File: config.mk
export PLATFORM = sky130hd
export DESIGN_NAME = dcache_plru
export DESIGN_NICKNAME = d
export VERILOG_FILES = /design/src/dcache_pkg.sv /design/src/dcache_plru.sv
export VERILOG_INCLUDE_DIRS = /design/src
export SDC_FILE = /design/constraint.sdc
export NUM_CORES = 1
export LEC_CHECK = 0
export BUFFER_PORTS_ARGS = -buffer_cell sky130_fd_sc_hd__buf_2
export CAP_MARGIN = 20
export CELL_PAD_IN_SITES_DETAIL_PLACEMENT = 0
export CELL_PAD_IN_SITES_GLOBAL_PLACEMENT = 1
export CORE_AREA = 2 2 97 99
export DETAILED_ROUTE_END_ITERATION = 16
export DIE_AREA = 0 0 99 101
export HOLD_SLACK_MARGIN = 0.12
export PLACE_DENSITY = 0.59
export SYNTH_ARGS = -nofsm -noshare
export SYNTH_HDL_FRONTEND = slang
export SYNTH_SLANG_ARGS = --single-unit
File: constraint.sdc
create_clock -name clk -period 4.7 [get_ports clk]
set_input_delay 0.705 -clock clk [delete_from_list [all_inputs] [get_ports clk]]
set_output_delay 0.705 -clock clk [all_outputs]
set_load 0.005 [all_outputs]
File: src/dcache_config.svh
// cache geometry; sets and words per line must be powers of two, words are 32 bits
`ifndef DCACHE_CONFIG_SVH
`define DCACHE_CONFIG_SVH

// associativity
`define DCACHE_WAYS 4

// sets per way
`define DCACHE_SETS 16

// 32-bit words in one line
`define DCACHE_WORDS_PER_LINE 4

// byte address width
`define DCACHE_ADDR_W 32

// cycles of the invalidate walk after reset, one set per cycle
`define DCACHE_RESET_CYCLES `DCACHE_SETS

`endif

File: src/dcache_pkg.sv
// cache internal types; tag width follows from the address width and geometry macros
`include "dcache_config.svh"

package dcache_pkg;

    // controller states
    typedef enum logic [2:0] {
        ST_RESET,
        ST_LOOKUP,
        ST_WRITEBACK,
        ST_REFILL,
        ST_RESPOND
    } dcache_state_e;

    typedef logic [$clog2(`DCACHE_SETS)-1:0] index_t;
    typedef logic [$clog2(`DCACHE_WORDS_PER_LINE)-1:0] offset_t;

    // address bits above index, offset and byte
    typedef logic [`DCACHE_ADDR_W - $clog2(`DCACHE_SETS)
                   - $clog2(`DCACHE_WORDS_PER_LINE) - 3:0] tag_t;

    typedef logic [$clog2(`DCACHE_WAYS)-1:0] way_t;
    typedef logic [`DCACHE_WAYS-1:0] way_mask_t;

    // one tag ram entry
    typedef struct packed {
        logic valid;
        logic dirty;
        tag_t tag;
    } tag_entry_t;

    // root, left pair, right pair
    typedef logic [2:0] plru_bits_t;

endpackage

File: src/dcache_plru.sv
// tree pseudo-LRU for exactly four ways; the victim output is combinational on the lookup set
`timescale 1ns/1ps
`include "dcache_config.svh"

module dcache_plru (
    input  logic               clk,
    input  logic               rst,
    input  logic               access_i,
    input  dcache_pkg::index_t access_index_i,
    input  dcache_pkg::way_t   access_way_i,
    input  dcache_pkg::index_t lookup_index_i,
    output dcache_pkg::way_t   victim_o
);
    import dcache_pkg::*;

    plru_bits_t bits_q [`DCACHE_SETS];
    plru_bits_t cur;

    // point the tree away from the used way
    always_ff @(posedge clk) begin
        if (rst) begin
            for (int s = 0; s < `DCACHE_SETS; s++) begin
                bits_q[s] <= '0;
            end
        end else if (access_i) begin
            bits_q[access_index_i][0] <= ~access_way_i[1];
            if (access_way_i[1]) begin
                bits_q[access_index_i][2] <= ~access_way_i[0];
            end else begin
                bits_q[access_index_i][1] <= ~access_way_i[0];
            end
        end
    end

    // follow the bits from the root
    always_comb begin
        cur = bits_q[lookup_index_i];
        if (cur[0]) begin
            victim_o = {1'b1, cur[2]};
        end else begin
            victim_o = {1'b0, cur[1]};
        end
    end

endmodule

# After elaboration in Yosys (flattened, before gate mapping)
# Memory sizes are Yosys's and may differ from the RTL's.
# Cells that the tools add are included.
# totals
output_inout_bits,2
ramBits,48
in_bits,13
mem_count,1
register_bits,0
# mem_list
memory,depth,width,rd,rd_clocked_by_memory_dff,wr,line,text
bits_q,16,3,1,0,16,dcache_plru.sv:16,plru_bits_t bits_q [`DCACHE_SETS];
# classes
mux,17
bitwise,2
n_reduce_logical,1
# op_table
operator,n
1-bit two-way mux,13
3-bit two-way mux,2
4-bit two-way mux,1
3-bit OR reduction,1
2-bit two-way mux,1
1-bit inverter,2

# Logic depth before layout (Yosys ltp)
# logic_depth
ltp_word,6
depth_mapped,6
depth_no_buf,4

# Least setup slack after synthesis
# Ideal clock, no wire load.
# synth_timing
path_kind,input port to output port
start,input port lookup_index_i[0]
end,output port victim_o[0]
setup_slack_ns,2.091
n_path_buf,1
t_arrival_ns,1.904
path_stages,5
required_ns,3.995
cell_sequence,buf_6 mux4_2 mux2i_1 mux2i_1 mux2_1
# synth_between
elab_chain_cells,2
# synth_lines
item,line,text
"start, declared",dcache_plru.sv:11,"input dcache_pkg::index_t lookup_index_i,"
memory read 16 x 3 bit,n/a,
2-bit two-way mux,dcache_plru.sv:38,if (cur[0]) begin
"end, declared",dcache_plru.sv:12,output dcache_pkg::way_t victim_o
# No other way between the ends.

# Worst setup path in the final report
# Same ends and word-level chain as after synthesis.

==> results list <==
* Max Slew Vio Count: 0
- In the finished design, the share of the clock period the worst path needs comes to 0.652.
- Cell type group with the largest total delay on the critical path: multiplexers
* Slowest Stage Delay on Critical Path: 0.54 ns
* Count of instances resized after the clock tree is built: 0
- The largest registers in the layout are bits_q x48.
* Result of the run: complete, no violations
- Overall power consumption: 844 uW
- For the pin with the worst max-slew slack, the measured transition is between 0.9 and 1 ns.
- The die is 101 um tall.
- The first detailed-routing pass ran for 4 iterations.
- Setup repair after global routing left no endpoint under its margin.
- After detailed routing, the met3 layer carries 167 um of wire.
- Via count normalized by instance count: 5.14
- The cell area that synthesis handed to floorplanning was 2620 um2.
- Effective utilization at floorplan: 0.292
- Final hold slack: about 0.9 ns
- Setup violations remaining at the end of the flow were counted as 0.
* Cell count after synthesis: 220
- By startpoint and endpoint, the worst setup path is classified as input port to output pin.
- The largest individual stage delay along the critical path comes from the cell mux4_2.
* Routed length on met1: 2.93 mm
- The routed design could run at a clock period as short as 3.07 ns.
- For this block, the initial DRC count from the detailed router was 111.
- DRC violation count after routing: 0
* Buffer and inverter count on the worst path: 2
- CP Launch Point: lookup_index_i[0]
- Placeable core region: 8980 um2
* Path category of the worst min-delay check: input port to flop
* Overall track demand over capacity in global routing: 0.121
- The detail route stage leaves a number of antenna-violating nets equal to 0.
- The clock passes through at most 2 buffers.
* CP max FO: 12
* Setup fix buffers added after clock tree synthesis: 0
- Number of buffers inserted by port buffering: 14
* Clock tree from TritonCTS: yes
* Startpoint of the lowest-slack hold path: access_index_i[1]
- The worst pin sits at a relative slew slack of 0.380.
* Number of antenna violations at the first check in global routing: 0
* Sum of routed wire length over all layers: 5.75 mm
- Instance area at placement: 2740 um2
- Flip-flop count of the largest register, all copies and words added: 48
- The synthesized design contains 48 enable-type register cells.
* Cts bufs inserted: 5
* Worst Setup End Kind: output pin
- More flip-flops sit in one register than any other, and that register is bits_q.
- Standard-cell row count: 35
- Setup tns final: 0 ns
* Number of sinks driven by the clock tree: 48
* Synth cell types: 23
* Worst slack, placed: 1.62 ns
- The biggest area contributor in the post-synthesis netlist is edfxtp_1.
- Leakage power figure: a little under 0.001 uW
- Synthesis produced a netlist with a net count of 233.
* Ranking of synthesized cells by instance count: 48 x edfxtp_1, 34 x nor2_1, 20 x clkbuf_1
- Of the post-synthesis cell area, the dominant cell type holds 0.549.
- The synthesized design contains 48 register bits.
* RD Place Congestion: 0.714
* Sum of net half-perimeters after detailed placement: 3.89 mm
- Power density over the cells: approximately 300 nW/um2
- Dividing the detail-routed wire length by the instance count gives 17.4 um.
* Number of warnings printed during yosys synthesis: 0
- Clock tree synthesis selected as its root buffer the cell clkbuf_8.
- The total overflow left after global routing is 0.
- The number of hold buffers added after CTS was 0.
- Top achievable clock speed: 326 MHz
- P&R area growth vs syn: 7.49%
* Area contributors post-synth: edfxtp_1 55%, mux4_1 7.0%, nor2_1 4.9%
- Arrival @ worst endpoint: 2.36 ns
- Commonest register cell after synthesis: edfxtp_1
- The via count of the first global-routing pass came to 1642.
- VDD sags by at most 0.105 mV.
- After clock tree synthesis, the clock-pin slew on the worst setup and hold paths is roughly 0.08 ns.
- After detailed routing, the met2 layer carries around 2.6 mm of wire.
- Traced cell by cell, the critical path runs through buf_2, mux4_2, a22oi_1, nand3_1, mux2_1, buf_2.
- Global-route wire length before repair: 9.01 mm
- Max-cap violations in this run came to 0.
- Depth of the worst hold-timing path: 2
- Final #Nets: 231
- Final setup slack of the worst path: about 1.6 ns
* # IOs: 15
- The die is 99 um wide.
* Worst Hold Path EP: bits_q[15][2]
- For the worst setup path, the data required time is 3.99 ns.
- Each instance of the synthesized netlist takes up on average about 12 um2.
- Largest net degree at the start of global routing: 53
* Number of hold violations in the final report: 0
- The number of antenna diodes in the final layout is 0.
- In the synthesized netlist the async set-or-reset flop fraction comes to 0.
- The floorplan step defined a die boundary enclosing 10000 um2.
* Highest metal layer with signal wires: met4
- STA classifies the critical path startpoint as an input port.
- The routed layout has 1696 vias.
- Share of final-layout standard cells stronger than drive strength 1: 0.251
* Design area: 2820 um2
* Most used standard cell by instance count after synthesis: edfxtp_1
* Part of the Yosys area used for sequential elements: 0.549
- Cell mode on critical path: buf_2
* H-tree lvl count: 2
==> worst max-delay path by stage <==
stage / endpoint / slack (ns) / cells past startpoint
floorplan: victim_o[0] / 2.09 / 5
global placement: victim_o[0] / 1.64 / 6
detailed placement: victim_o[0] / 1.62 / 6
CTS: victim_o[0] / 1.62 / 6
global route: victim_o[0] / 1.54 / 6
finish: victim_o[0] / 1.63 / 6
==> power by group <==
part / switching [uW] / leakage (uW) / internal [uW]
Clock: 139 / 0.0000399 / 104
Combinational: 53.6 / 0.000490 / 44.9
Sequential: 9.10 / 0.000457 / 493
==> through the flow <==
stage | util | cells
after global routing | 0.314 | 330
after detailed placement | 0.305 | 322
after global placement | 0.305 | 322
final | 0.314 | 330
after CTS | 0.314 | 330
after floorplan | - | 220
==> area by class of cell <==
type / count / area (um2)
Clock buffer: 7 / 76.3
Clock inverter: 1 / 3.75
Fill cell: 894 / 6160
Multi-Input combinational cell: 147 / 1070
Sequential cell: 48 / 1440
Tap cell: 111 / 139
Timing Repair Buffer: 16 / 85.1
==> cell usage in the layout (no fill, tap or decap) <==
cell,count
mux4_1,7
mux4_2,5
nand3_1,8
nor4bb_1,2
nand2_1,14
nor3_1,16
nand2b_1,17
nor4b_2,1
and4b_1,1
clkinv_1,1
nor2_1,34
nor2b_1,4
clkbuf_8,5
buf_4,2
or2_2,16
a41o_1,4
a31o_2,12
buf_2,14
mux2i_1,3
mux2_1,1
edfxtp_1,48
clkbuf_1,2
a22oi_1,2
==> per-layer routing <==
| layer | GRT usage | up-vias |
|---|---|---|
| li1 | - | 803 |
| met1 | 0.175 | 847 |
| met2 | 0.183 | 44 |
| met3 | 0.0215 | 2 |
| met4 | 0.0411 | 0 |
| met5 | 0 | - |
==> logic make-up (layout without fill, tap and decap cells) <==
| logic type | after synthesis | count (layout) | synth area share |
|---|---|---|---|
| simple gates | 113 | 113 | 0.220 |
| compound gates | 18 | 18 | 0.0610 |
| mux | 16 | 16 | 0.129 |
| buf+inv | 25 | 24 | 0.0410 |
| flops | 48 | 48 | 0.549 |
No activity file was read; power rests on OpenSTA's default activity.
