$ cat config.mk
export PLATFORM = sky130hd
export DESIGN_NAME = dcache_ctrl
export DESIGN_NICKNAME = d
export VERILOG_FILES = /design/src/mem_bus_pkg.sv /design/src/dcache_pkg.sv /design/src/dcache_ctrl.sv
export VERILOG_INCLUDE_DIRS = /design/src
export SDC_FILE = /design/constraint.sdc
export NUM_CORES = 1
export LEC_CHECK = 0
export ABC_AREA = 1
export BUFFER_PORTS_ARGS = -buffer_cell sky130_fd_sc_hd__buf_2
export CORE_AREA = 2 2 473 475
export DETAILED_ROUTE_END_ITERATION = 12
export DIE_AREA = 0 0 475 477
export PLACE_DENSITY = 0.38
export SLEW_MARGIN = 20
export SYNTH_ARGS = -nofsm -noshare
export SYNTH_HDL_FRONTEND = slang
export SYNTH_SLANG_ARGS = --single-unit
export TNS_END_PERCENT = 30
$ cat constraint.sdc
create_clock -name clk -period 15.8 [get_ports clk]
set_clock_uncertainty 0.1 [all_clocks]
set_input_delay 2.37 -clock clk [delete_from_list [all_inputs] [get_ports clk]]
set_output_delay 2.37 -clock clk [all_outputs]
set_load 0.05 [all_outputs]
$ cat src/dcache_config.svh
// cache geometry; sets and words per line must be powers of two, words are 32 bits
`ifndef DCACHE_CONFIG_SVH
`define DCACHE_CONFIG_SVH

// associativity
`define DCACHE_WAYS 4

// sets per way
`define DCACHE_SETS 16

// 32-bit words in one line
`define DCACHE_WORDS_PER_LINE 4

// byte address width
`define DCACHE_ADDR_W 32

// cycles of the invalidate walk after reset, one set per cycle
`define DCACHE_RESET_CYCLES `DCACHE_SETS

`endif

$ cat src/mem_bus_pkg.sv
// CPU and line bus types; data words are fixed at 32 bits with four byte enables
`include "dcache_config.svh"

package mem_bus_pkg;

    // byte address
    typedef logic [`DCACHE_ADDR_W-1:0] addr_t;

    // one data word
    typedef logic [31:0] word_t;

    // byte enables of a word store
    typedef logic [3:0] be_t;

    // whole line, word 0 sits in the low bits
    typedef word_t [`DCACHE_WORDS_PER_LINE-1:0] line_t;

    // CPU operation
    typedef enum logic {
        CPU_LOAD  = 1'b0,
        CPU_STORE = 1'b1
    } cpu_op_e;

endpackage

$ cat src/dcache_pkg.sv
// cache internal types; tag width follows from the address width and geometry macros
`include "dcache_config.svh"

package dcache_pkg;

    // controller states
    typedef enum logic [2:0] {
        ST_RESET,
        ST_LOOKUP,
        ST_WRITEBACK,
        ST_REFILL,
        ST_RESPOND
    } dcache_state_e;

    typedef logic [$clog2(`DCACHE_SETS)-1:0] index_t;
    typedef logic [$clog2(`DCACHE_WORDS_PER_LINE)-1:0] offset_t;

    // address bits above index, offset and byte
    typedef logic [`DCACHE_ADDR_W - $clog2(`DCACHE_SETS)
                   - $clog2(`DCACHE_WORDS_PER_LINE) - 3:0] tag_t;

    typedef logic [$clog2(`DCACHE_WAYS)-1:0] way_t;
    typedef logic [`DCACHE_WAYS-1:0] way_mask_t;

    // one tag ram entry
    typedef struct packed {
        logic valid;
        logic dirty;
        tag_t tag;
    } tag_entry_t;

    // root, left pair, right pair
    typedef logic [2:0] plru_bits_t;

endpackage

$ cat src/dcache_ctrl.sv
// one miss at a time; stores respond with nothing, loads respond in order, memory ack ends a request
`timescale 1ns/1ps
`include "dcache_config.svh"

module dcache_ctrl (
    input  logic                                      clk,
    input  logic                                      rst,
    input  logic                                      req_valid_i,
    input  mem_bus_pkg::cpu_op_e                      req_op_i,
    input  mem_bus_pkg::addr_t                        req_addr_i,
    input  mem_bus_pkg::word_t                        req_wdata_i,
    input  mem_bus_pkg::be_t                          req_be_i,
    output logic                                      req_ready_o,
    output logic                                      resp_valid_o,
    output mem_bus_pkg::word_t                        resp_rdata_o,
    output logic                                      mem_req_o,
    output logic                                      mem_we_o,
    output mem_bus_pkg::addr_t                        mem_addr_o,
    output mem_bus_pkg::line_t                        mem_wline_o,
    input  logic                                      mem_ack_i,
    input  mem_bus_pkg::line_t                        mem_rline_i,
    output dcache_pkg::index_t                        rd_index_o,
    output dcache_pkg::tag_t                          rd_tag_o,
    output dcache_pkg::way_mask_t                     tag_wr_en_o,
    output dcache_pkg::index_t                        tag_wr_index_o,
    output dcache_pkg::tag_entry_t                    tag_wr_entry_o,
    input  dcache_pkg::tag_entry_t [`DCACHE_WAYS-1:0] entries_i,
    input  dcache_pkg::way_mask_t                     hit_i,
    output dcache_pkg::way_mask_t                     data_wr_way_o,
    output dcache_pkg::index_t                        data_wr_index_o,
    output mem_bus_pkg::line_t                        data_wr_line_o,
    input  mem_bus_pkg::line_t [`DCACHE_WAYS-1:0]     lines_i,
    output logic                                      plru_access_o,
    output dcache_pkg::index_t                        plru_index_o,
    output dcache_pkg::way_t                          plru_way_o,
    input  dcache_pkg::way_t                          victim_i
);
    import mem_bus_pkg::*;
    import dcache_pkg::*;

    localparam int IDX_LSB = 2 + $bits(offset_t);
    localparam int TAG_LSB = IDX_LSB + $bits(index_t);

    function automatic index_t addr_index(addr_t addr);
        return addr[IDX_LSB +: $bits(index_t)];
    endfunction

    function automatic tag_t addr_tag(addr_t addr);
        return addr[TAG_LSB +: $bits(tag_t)];
    endfunction

    function automatic offset_t addr_offset(addr_t addr);
        return addr[2 +: $bits(offset_t)];
    endfunction

    // merge enabled store bytes into one word of the line
    function automatic line_t merge_store(line_t line, offset_t off, word_t wdata, be_t be);
        line_t merged;
        merged = line;
        for (int b = 0; b < 4; b++) begin
            if (be[b]) begin
                merged[off][8*b +: 8] = wdata[8*b +: 8];
            end
        end
        return merged;
    endfunction

    dcache_state_e state_q, state_n;
    index_t  walk_q;
    logic    mem_req_q;
    logic    lk_valid_q;
    cpu_op_e lk_op_q;
    addr_t   lk_addr_q;
    word_t   lk_wdata_q;
    be_t     lk_be_q;
    way_t    vic_way_q;
    tag_t    vic_tag_q;
    line_t   vic_line_q;
    word_t   fill_word_q;
    logic    lk_hit;
    logic    lk_miss;
    logic    fill_done;
    way_t    hit_way;
    way_t    pick_way;
    line_t   hit_line;
    addr_t   rd_addr;

    // hit decode, and an invalid way wins over the PLRU victim
    always_comb begin
        hit_way  = '0;
        hit_line = '0;
        for (int w = 0; w < `DCACHE_WAYS; w++) begin
            if (hit_i[w]) begin
                hit_way  = way_t'(w);
                hit_line = lines_i[w];
            end
        end
        pick_way = victim_i;
        for (int w = `DCACHE_WAYS - 1; w >= 0; w--) begin
            if (!entries_i[w].valid) begin
                pick_way = way_t'(w);
            end
        end
    end

    assign lk_hit    = (state_q == ST_LOOKUP) && lk_valid_q && (|hit_i);
    assign lk_miss   = (state_q == ST_LOOKUP) && lk_valid_q && !(|hit_i);
    assign fill_done = (state_q == ST_REFILL) && mem_req_q && mem_ack_i;

    // a new request can enter whenever the lookup stage empties this cycle
    assign req_ready_o = ((state_q == ST_LOOKUP) && !lk_miss) || (state_q == ST_RESPOND);
    assign rd_addr     = req_ready_o ? req_addr_i : lk_addr_q;
    assign rd_index_o  = addr_index(rd_addr);
    assign rd_tag_o    = addr_tag(rd_addr);

    assign resp_valid_o = (lk_op_q == CPU_LOAD) && (lk_hit || (state_q == ST_RESPOND));
    assign resp_rdata_o = (state_q == ST_RESPOND) ? fill_word_q
                                                  : hit_line[addr_offset(lk_addr_q)];

    // line port
    assign mem_req_o   = mem_req_q;
    assign mem_we_o    = (state_q == ST_WRITEBACK);
    assign mem_wline_o = vic_line_q;
    assign mem_addr_o  = (state_q == ST_WRITEBACK)
                       ? {vic_tag_q, addr_index(lk_addr_q), {IDX_LSB{1'b0}}}
                       : {lk_addr_q[`DCACHE_ADDR_W-1:IDX_LSB], {IDX_LSB{1'b0}}};

    assign plru_index_o = addr_index(lk_addr_q);

    // array writes and replacement updates
    always_comb begin
        tag_wr_en_o     = '0;
        tag_wr_index_o  = addr_index(lk_addr_q);
        tag_wr_entry_o  = '{valid: 1'b1, dirty: 1'b1, tag: addr_tag(lk_addr_q)};
        data_wr_way_o   = '0;
        data_wr_index_o = addr_index(lk_addr_q);
        data_wr_line_o  = merge_store(hit_line, addr_offset(lk_addr_q), lk_wdata_q, lk_be_q);
        plru_access_o   = 1'b0;
        plru_way_o      = hit_way;
        case (state_q)
            ST_RESET: begin
                tag_wr_en_o    = '1;
                tag_wr_index_o = walk_q;
                tag_wr_entry_o = '0;
            end
            ST_LOOKUP: begin
                plru_access_o = lk_hit;
                if (lk_hit && lk_op_q == CPU_STORE) begin
                    tag_wr_en_o   = hit_i;
                    data_wr_way_o = hit_i;
                end
            end
            ST_REFILL: begin
                tag_wr_entry_o.dirty = (lk_op_q == CPU_STORE);
                data_wr_line_o       = mem_rline_i;
                if (lk_op_q == CPU_STORE) begin
                    data_wr_line_o = merge_store(mem_rline_i, addr_offset(lk_addr_q),
                                                 lk_wdata_q, lk_be_q);
                end
                if (fill_done) begin
                    tag_wr_en_o[vic_way_q]   = 1'b1;
                    data_wr_way_o[vic_way_q] = 1'b1;
                    plru_access_o            = 1'b1;
                    plru_way_o               = vic_way_q;
                end
            end
            default: begin
            end
        endcase
    end

    always_comb begin
        state_n = state_q;
        case (state_q)
            ST_RESET: begin
                if (walk_q == index_t'(`DCACHE_RESET_CYCLES - 1)) begin
                    state_n = ST_LOOKUP;
                end
            end
            ST_LOOKUP: begin
                if (lk_miss) begin
                    state_n = entries_i[pick_way].dirty && entries_i[pick_way].valid
                            ? ST_WRITEBACK : ST_REFILL;
                end
            end
            ST_WRITEBACK: begin
                if (mem_req_q && mem_ack_i) begin
                    state_n = ST_REFILL;
                end
            end
            ST_REFILL: begin
                if (fill_done) begin
                    state_n = ST_RESPOND;
                end
            end
            default: begin
                state_n = ST_LOOKUP;
            end
        endcase
    end

    always_ff @(posedge clk) begin
        if (rst) begin
            state_q    <= ST_RESET;
            walk_q     <= '0;
            lk_valid_q <= 1'b0;
            mem_req_q  <= 1'b0;
        end else begin
            state_q <= state_n;
            if (state_q == ST_RESET) begin
                walk_q <= walk_q + 1'b1;
            end
            if (req_ready_o) begin
                lk_valid_q <= req_valid_i;
            end
            // request drops for one cycle after every ack
            if (mem_req_q) begin
                if (mem_ack_i) begin
                    mem_req_q <= 1'b0;
                end
            end else if (state_n == ST_WRITEBACK || state_n == ST_REFILL) begin
                mem_req_q <= 1'b1;
            end
        end
    end

    // request, victim and fill payload
    always_ff @(posedge clk) begin
        if (req_ready_o && req_valid_i) begin
            lk_op_q    <= req_op_i;
            lk_addr_q  <= req_addr_i;
            lk_wdata_q <= req_wdata_i;
            lk_be_q    <= req_be_i;
        end
        if (lk_miss) begin
            vic_way_q  <= pick_way;
            vic_tag_q  <= entries_i[pick_way].tag;
            vic_line_q <= lines_i[pick_way];
        end
        if (fill_done) begin
            fill_word_q <= mem_rline_i[addr_offset(lk_addr_q)];
        end
    end

endmodule

# Yosys cells after proc, flatten, opt, wreduce, memory -nomap -nowiden
# Index checks and enable logic that the tools add are counted.
word_totals:
  register_bits: 264
  word_cells: 126
classes:
  eq_ne: 7
  order_cmp: 5
  addsub: 1
  bitwise_logic: 1
  muxes: 77
  reduce_logical: 20
ops:
  columns: ["cell", "n"]
  rows:
  - ["$mux 128", 21]
  - ["$bwmux 128", 8]
  - ["$bmux 128 s2", 1]
  - ["$demux 32 s2", 4]
  - ["$mux 32", 6]
  - ["$bmux 32 s2", 2]
  - ["$bmux 26 s2", 1]
  - ["$mux 24", 2]
  - ["$mux 26", 1]
  - ["$mux 16", 1]
  - ["$mux 2", 8]
  - ["$logic_and 1x1->1", 13]
  - ["$eq 3x2->1 const B", 4]
  - ["$mux 3", 4]
  - ["$mux 4", 3]
  - ["$pmux 3 s4", 1]
  - ["$pmux 4 s3", 1]
  - ["$lt 2x3->1 const B", 3]
  - ["$mux 1", 8]
  - ["$mux 8", 1]
  - ["$pmux 4 s2", 1]
  - ["$add 4x1->4 const B", 1]
  - ["$eq 4x4->1 const B", 1]
  - ["$ge 2x1->1 const B", 2]
  - ["other kinds (9)", 13]

# Logic depth before layout (Yosys ltp)
depth:
  word_depth: 20
  mapped_depth: 12
  ltp_nobuf: 11

# Worst setup path after synthesis
# Ideal clock, no wire load.
synth_timing:
  path_type: "input to register"
  start: "input hit_i[2]"
  end: "register vic_line_q, in the netlist mem_wline_o[0] (enable)"
  slack_ps: 1725
  arrival_time_ps: 13112
  setup_time_ps: 862
  cell_stages: 5
  path_cell_list: "inv_2 nand2_2 inv_1 nand2_1 nor3_1"
synth_via:
  elab_chain_len: 3
synth_lines:
  columns: ["element", "line", "source"]
  rows:
  - ["from (decl)", "dcache_ctrl.sv:28", "input dcache_pkg::way_mask_t hit_i,"]
  - ["$reduce_or 4->1", "dcache_ctrl.sv:107", "assign lk_miss = (state_q == ST_LOOKUP) && lk_valid_q && !(|hit_i);"]
  - ["$logic_not 1->1", "dcache_ctrl.sv:107", null]
  - ["$logic_and 1x1->1", "dcache_ctrl.sv:107", null]
  - ["named net lk_miss", "dcache_ctrl.sv:81", "logic lk_miss;"]
  - ["to (signal assigned)", "dcache_ctrl.sv:238", "vic_line_q <= lines_i[pick_way];"]
  - ["to (decl)", "dcache_ctrl.sv:78", "line_t vic_line_q;"]
# The timed path passes the listed nets, and every way through them passes these cells.
# A chain may end at the register's enable or synchronous reset.

# Worst setup path after layout
layout_timing:
  start: "input hit_i[2]"
  end: "output resp_rdata_o[19]"
layout_via:
  elab_chain_len: 5
layout_lines:
  columns: ["element", "line", "source"]
  rows:
  - ["$mux 128 (2 in series)", "dcache_ctrl.sv:93", "if (hit_i[w]) begin"]
  - ["$bmux 32 s2", "dcache_ctrl.sv:118", ": hit_line[addr_offset(lk_addr_q)];"]
  - ["$mux 32 (not written as such)", "dcache_ctrl.sv:118", null]
  - ["$mux 32", "dcache_ctrl.sv:117", "assign resp_rdata_o = (state_q == ST_RESPOND) ? fill_word_q"]
  - ["to (decl)", "dcache_ctrl.sv:15", "output mem_bus_pkg::word_t resp_rdata_o,"]
# No other way between the ends. The select of a mux whose other input is x is not followed.

==> metrics.csv <==
stage,metric,value,unit
status,outcome,"complete, no violations",
worst_setup_path,cp.required,13.33,ns
worst_setup_path,r2r_setup_slack,11.76,ns
worst_setup_path,arrival,6.93,ns
synth,muxShareOfSynthArea,0,%
clock_network,h-tree-depth,2,
floorplanning,core.rowCount,173,
worst_setup_path,reg2reg_depth,6,
grt,antenna_found_initial,131,
worst_setup_path,cp_max_fo,51,
timing,grt_setup_unrepaired,no,
synth,syn_area,0.0236,mm^2
cells_and_area,fin_util,15.4,%
synth,ys_warn_count,0,
synth,ys_ff_latch,262,
synth,syn_inst,3557,
worst_setup_path,critPathCaptureType,primary output,
placement,pre_cts_ws,6.39,ns
synth,synth_top_family_by_area,simple AND/OR/NAND/NOR gates,
power,vdd_drop_max,0.0749,mV
synth,synth_compound_area_share,24.1,%
timing,max_clock_freq,0.106,GHz
synth,ys_seq_area_share,32.9,%
worst_setup_path,path_depth,14,
worst_setup_path,crit_chain,buf_6 > inv_6 > nand2_2 > nor2_4 > buf_4 > buf_4 > buf_4 > nand2_1 > o211ai_2 > nand2_1 > nand3_1 > nor2_1 > nor2_1 > buf_2,
clock_network,worst_skew_pair.late_latency,0.66,ns
min_path,min_path_type,flop to flop,
placement,place_congestion,0.924,
timing,post-route-min-period,9.40,ns
clock_network,clock-root-buffer,clkbuf_16,
synth,synth_largest_area_cell,edfxtp_1,
routing,drcViolationCount,0,
floorplanning,dieArea,0.227,mm^2
timing,hold_viol,0,
timing,setup_viol,0,
worst_setup_path,critical_path.top_delay_family,buffers and inverters,
grt,grt_overflow,0,
clock_network,cts_sinks,262,
synth,synth_xor_area_share,0,%
floorplanning,io_pins,1224,
cells_and_area,syn_to_final_growth,44.7,%
worst_setup_path,crit_top_cell,buf_4,
worst_setup_path,worst_path_max_delay_cell,buf_4,
clock_network,path_clk_slew,0.06,ns
synth,ys_top_cells_by_area,"edfxtp_1 (32%), nand2_1 (25%), o211ai_1 (5.6%)",
cells_and_area,drive_above_1_share,30.9,%
clock_network,cts_made_buffers,44,
floorplanning,initial_utilization,10.7,%
routing,vias,32400,
worst_setup_path,endpoint,resp_rdata_o[19],
routing,drtAntennaViolNets,0,
clock_network,ctsHoldBuffers,0,
worst_setup_path,path_class,primary input to primary output,
timing,finalCritPeriodShare,59.5,%
floorplanning,coreArea,0.221,mm^2
floorplanning,fp.dieW,475,um
synth,synth.avg_cell_area,6.64,um^2
power,p_leak,14.8,nW
clock_network,cts_setup_buffers,0,
clock_network,cts_tree,built,
worst_setup_path,timing.rr.start,state_q[1],
routing,drt_iter0_drc,3023,
synth,synth_fa_ha_area_share,0.0530,%
worst_setup_path,cp_num_buf_inv,6,
grt,grt_usage,19.7,%
synth,yosys.area.top_type_share,32.2,%
timing,max_slew_margin,17.8,%
cells_and_area,instances_no_fill,7698,
grt,grt_pass1_vias,30300,
synth,synth_simple_gate_area_share,33.4,%
grt,grt_pass1_wl,299000,um
worst_setup_path,crit_path_max_incr_delay,0.72,ns
routing,wl,235000,um
cells_and_area,final.fill_count,25800,
worst_setup_path,rr_endpoint,lk_wdata_q[28],
placement,post-place-cells,7518,
routing,via_per_inst,4.21,
placement,numPortBuffers,1217,
worst_setup_path,critPathLaunch,hit_i[2],
synth,synth_cell_types,35,
placement,place_hpwl,190000,um
clock_network,clockBufferDepth,3,
timing,setup-tns-final,0,ns
clock_network,cts_resized,0,
routing,drt_first_pass_iters,8,
run,cap_violations,0,
floorplanning,die_y,477,um
timing,final_max_slew_viol_count,0,
timing,whs,0.371,ns
worst_setup_path,cp-start-kind,primary input,
power,pwr_density_cell,75.1,mW/mm^2
grt,grt_max_degree,100,
cells_and_area,nets,5413,
timing,fin_ws,6.40,ns
timing,worstMarginPinSlew,1.23,ns
routing,drt-wirelength-per-cell,30.6,um
==> area by class of cell <==
type / count / area (um^2) / share of cell area (%)
antenna: 98 / 245 / 0.718
clock buffer: 58 / 1160 / 3.41
clock inverter: 24 / 231 / 0.678
inverter: 170 / 677 / 1.98
multi-input combinational: 2821 / 13700 / 40.1
sequential: 262 / 7780 / 22.8
tap: 2975 / 3720 / 10.9
timing repair buffer: 1290 / 6650 / 19.5
==> state kept, by name, indices dropped and copies added (netlist names) <==
register	flops
mem_wline_o	128
fill_word_q	32
lk_wdata_q	32
lk_addr_q	30
vic_tag_q	24
lk_be_q	4
walk_q	4
state_q	3
vic_way_q	2
lk_op_q	1
lk_valid_q	1
mem_req_o	1
==> through the flow <==
| stage | power [W] | cell area [um^2] |
|---|---|---|
| 4_1_cts | 0.00263 | 33900 |
| 3_3_place_gp | 0.00156 | 32500 |
| 3_5_place_dp | 0.00156 | 32500 |
| 2_1_floorplan | 0.00114 | 23600 |
| 6_report | 0.00257 | 34200 |
| 5_1_grt | 0.00267 | 34100 |
==> synth_stat cells <==
library cell	instances
o211a_1	1
o211ai_2	24
dfxtp_1	9
a31oi_1	152
o21bai_1	1
o22ai_1	2
edfxtp_1	253
buf_4	38
clkinv_1	1
o221ai_1	128
buf_1	21
nand2_1	1574
ha_1	1
conb_1	1
or2_2	2
nand3_1	222
o21ai_1	7
a21oi_1	161
buf_6	13
clkbuf_1	70
o211ai_1	176
inv_2	8
nand4_1	1
a22oi_1	66
nor2_4	13
nor2_2	1
buf_2	165
nor3_1	4
or2_1	2
nor2_1	137
o31ai_1	2
o21ai_0	122
nand2_2	6
inv_1	161
nor3_2	12
==> cell usage in the layout, fill, tap and decap left out, types with 7 or more instances in the layout <==
master     netlist  routed
a21oi_1        161     161
a22oi_1         66      66
a31oi_1        152     152
buf_2          165    1214
buf_4           38      74
clkbuf_1        70      13
clkbuf_16        0      44
clkinv_1         1       7
clkinv_2         0      12
dfxtp_1          9       9
diode_2          0      98
edfxtp_1       253     253
inv_1          161     157
nand2_1       1574    1571
nand3_1        222     221
nor2_1         137     135
nor2_4          13      16
nor3_2          12      11
o211ai_1       176     176
o211ai_2        24      24
o21ai_0        122     122
o21ai_1          7       7
o221ai_1       128     128
==> where the power goes <==
part	total, W	switching [W]	internal (W)
sequential	0.000770	0.000000654	0.000770
clock	0.00104	0.000467	0.000571
combinational	0.000758	0.000559	0.000199
==> routing by layer <==
metal | share of wire (%) | vias up | track usage, % | wire length, um
li1 | - | 14500 | - | -
met1 | 39 | 15700 | 23.3 | 92300
met2 | 46 | 1801 | 32.0 | 108000
met3 | 9.4 | 354 | 6.31 | 22200
met4 | 5.4 | 62 | 9.83 | 12800
met5 | 0.17 | - | 0 | 401
==> worst min-delay path by stage <==
stage | cells past startpoint | slack [ns] | from | end
floorplan | 2 | 0.33 | lk_valid_q | lk_valid_q
global placement | 2 | 0.36 | lk_valid_q | lk_valid_q
detailed placement | 2 | 0.36 | lk_valid_q | lk_valid_q
CTS | 2 | 0.37 | lk_valid_q | lk_valid_q
global route | 2 | 0.39 | lk_valid_q | lk_valid_q
finish | 2 | 0.37 | lk_valid_q | lk_valid_q
==> kinds of logic (layout without fill, tap and decap cells) <==
group | count (synthesis) | after routing
AO/OA/AOI/OAI | 842 | 842
buffers and inverters | 477 | 1542
AND/OR/NAND/NOR | 1974 | 1974
adder cells (fa/ha/maj) | 1 | 1
flip-flops | 262 | 262
other | 1 | 102
==> tightest hold or removal path, stage by stage (launching register included) <==
cell and delay, ns:
dfxtp_1 0.31, nand2_1 0.06, a21oi_1 0.05
No activity file was read; power rests on OpenSTA's default activity.
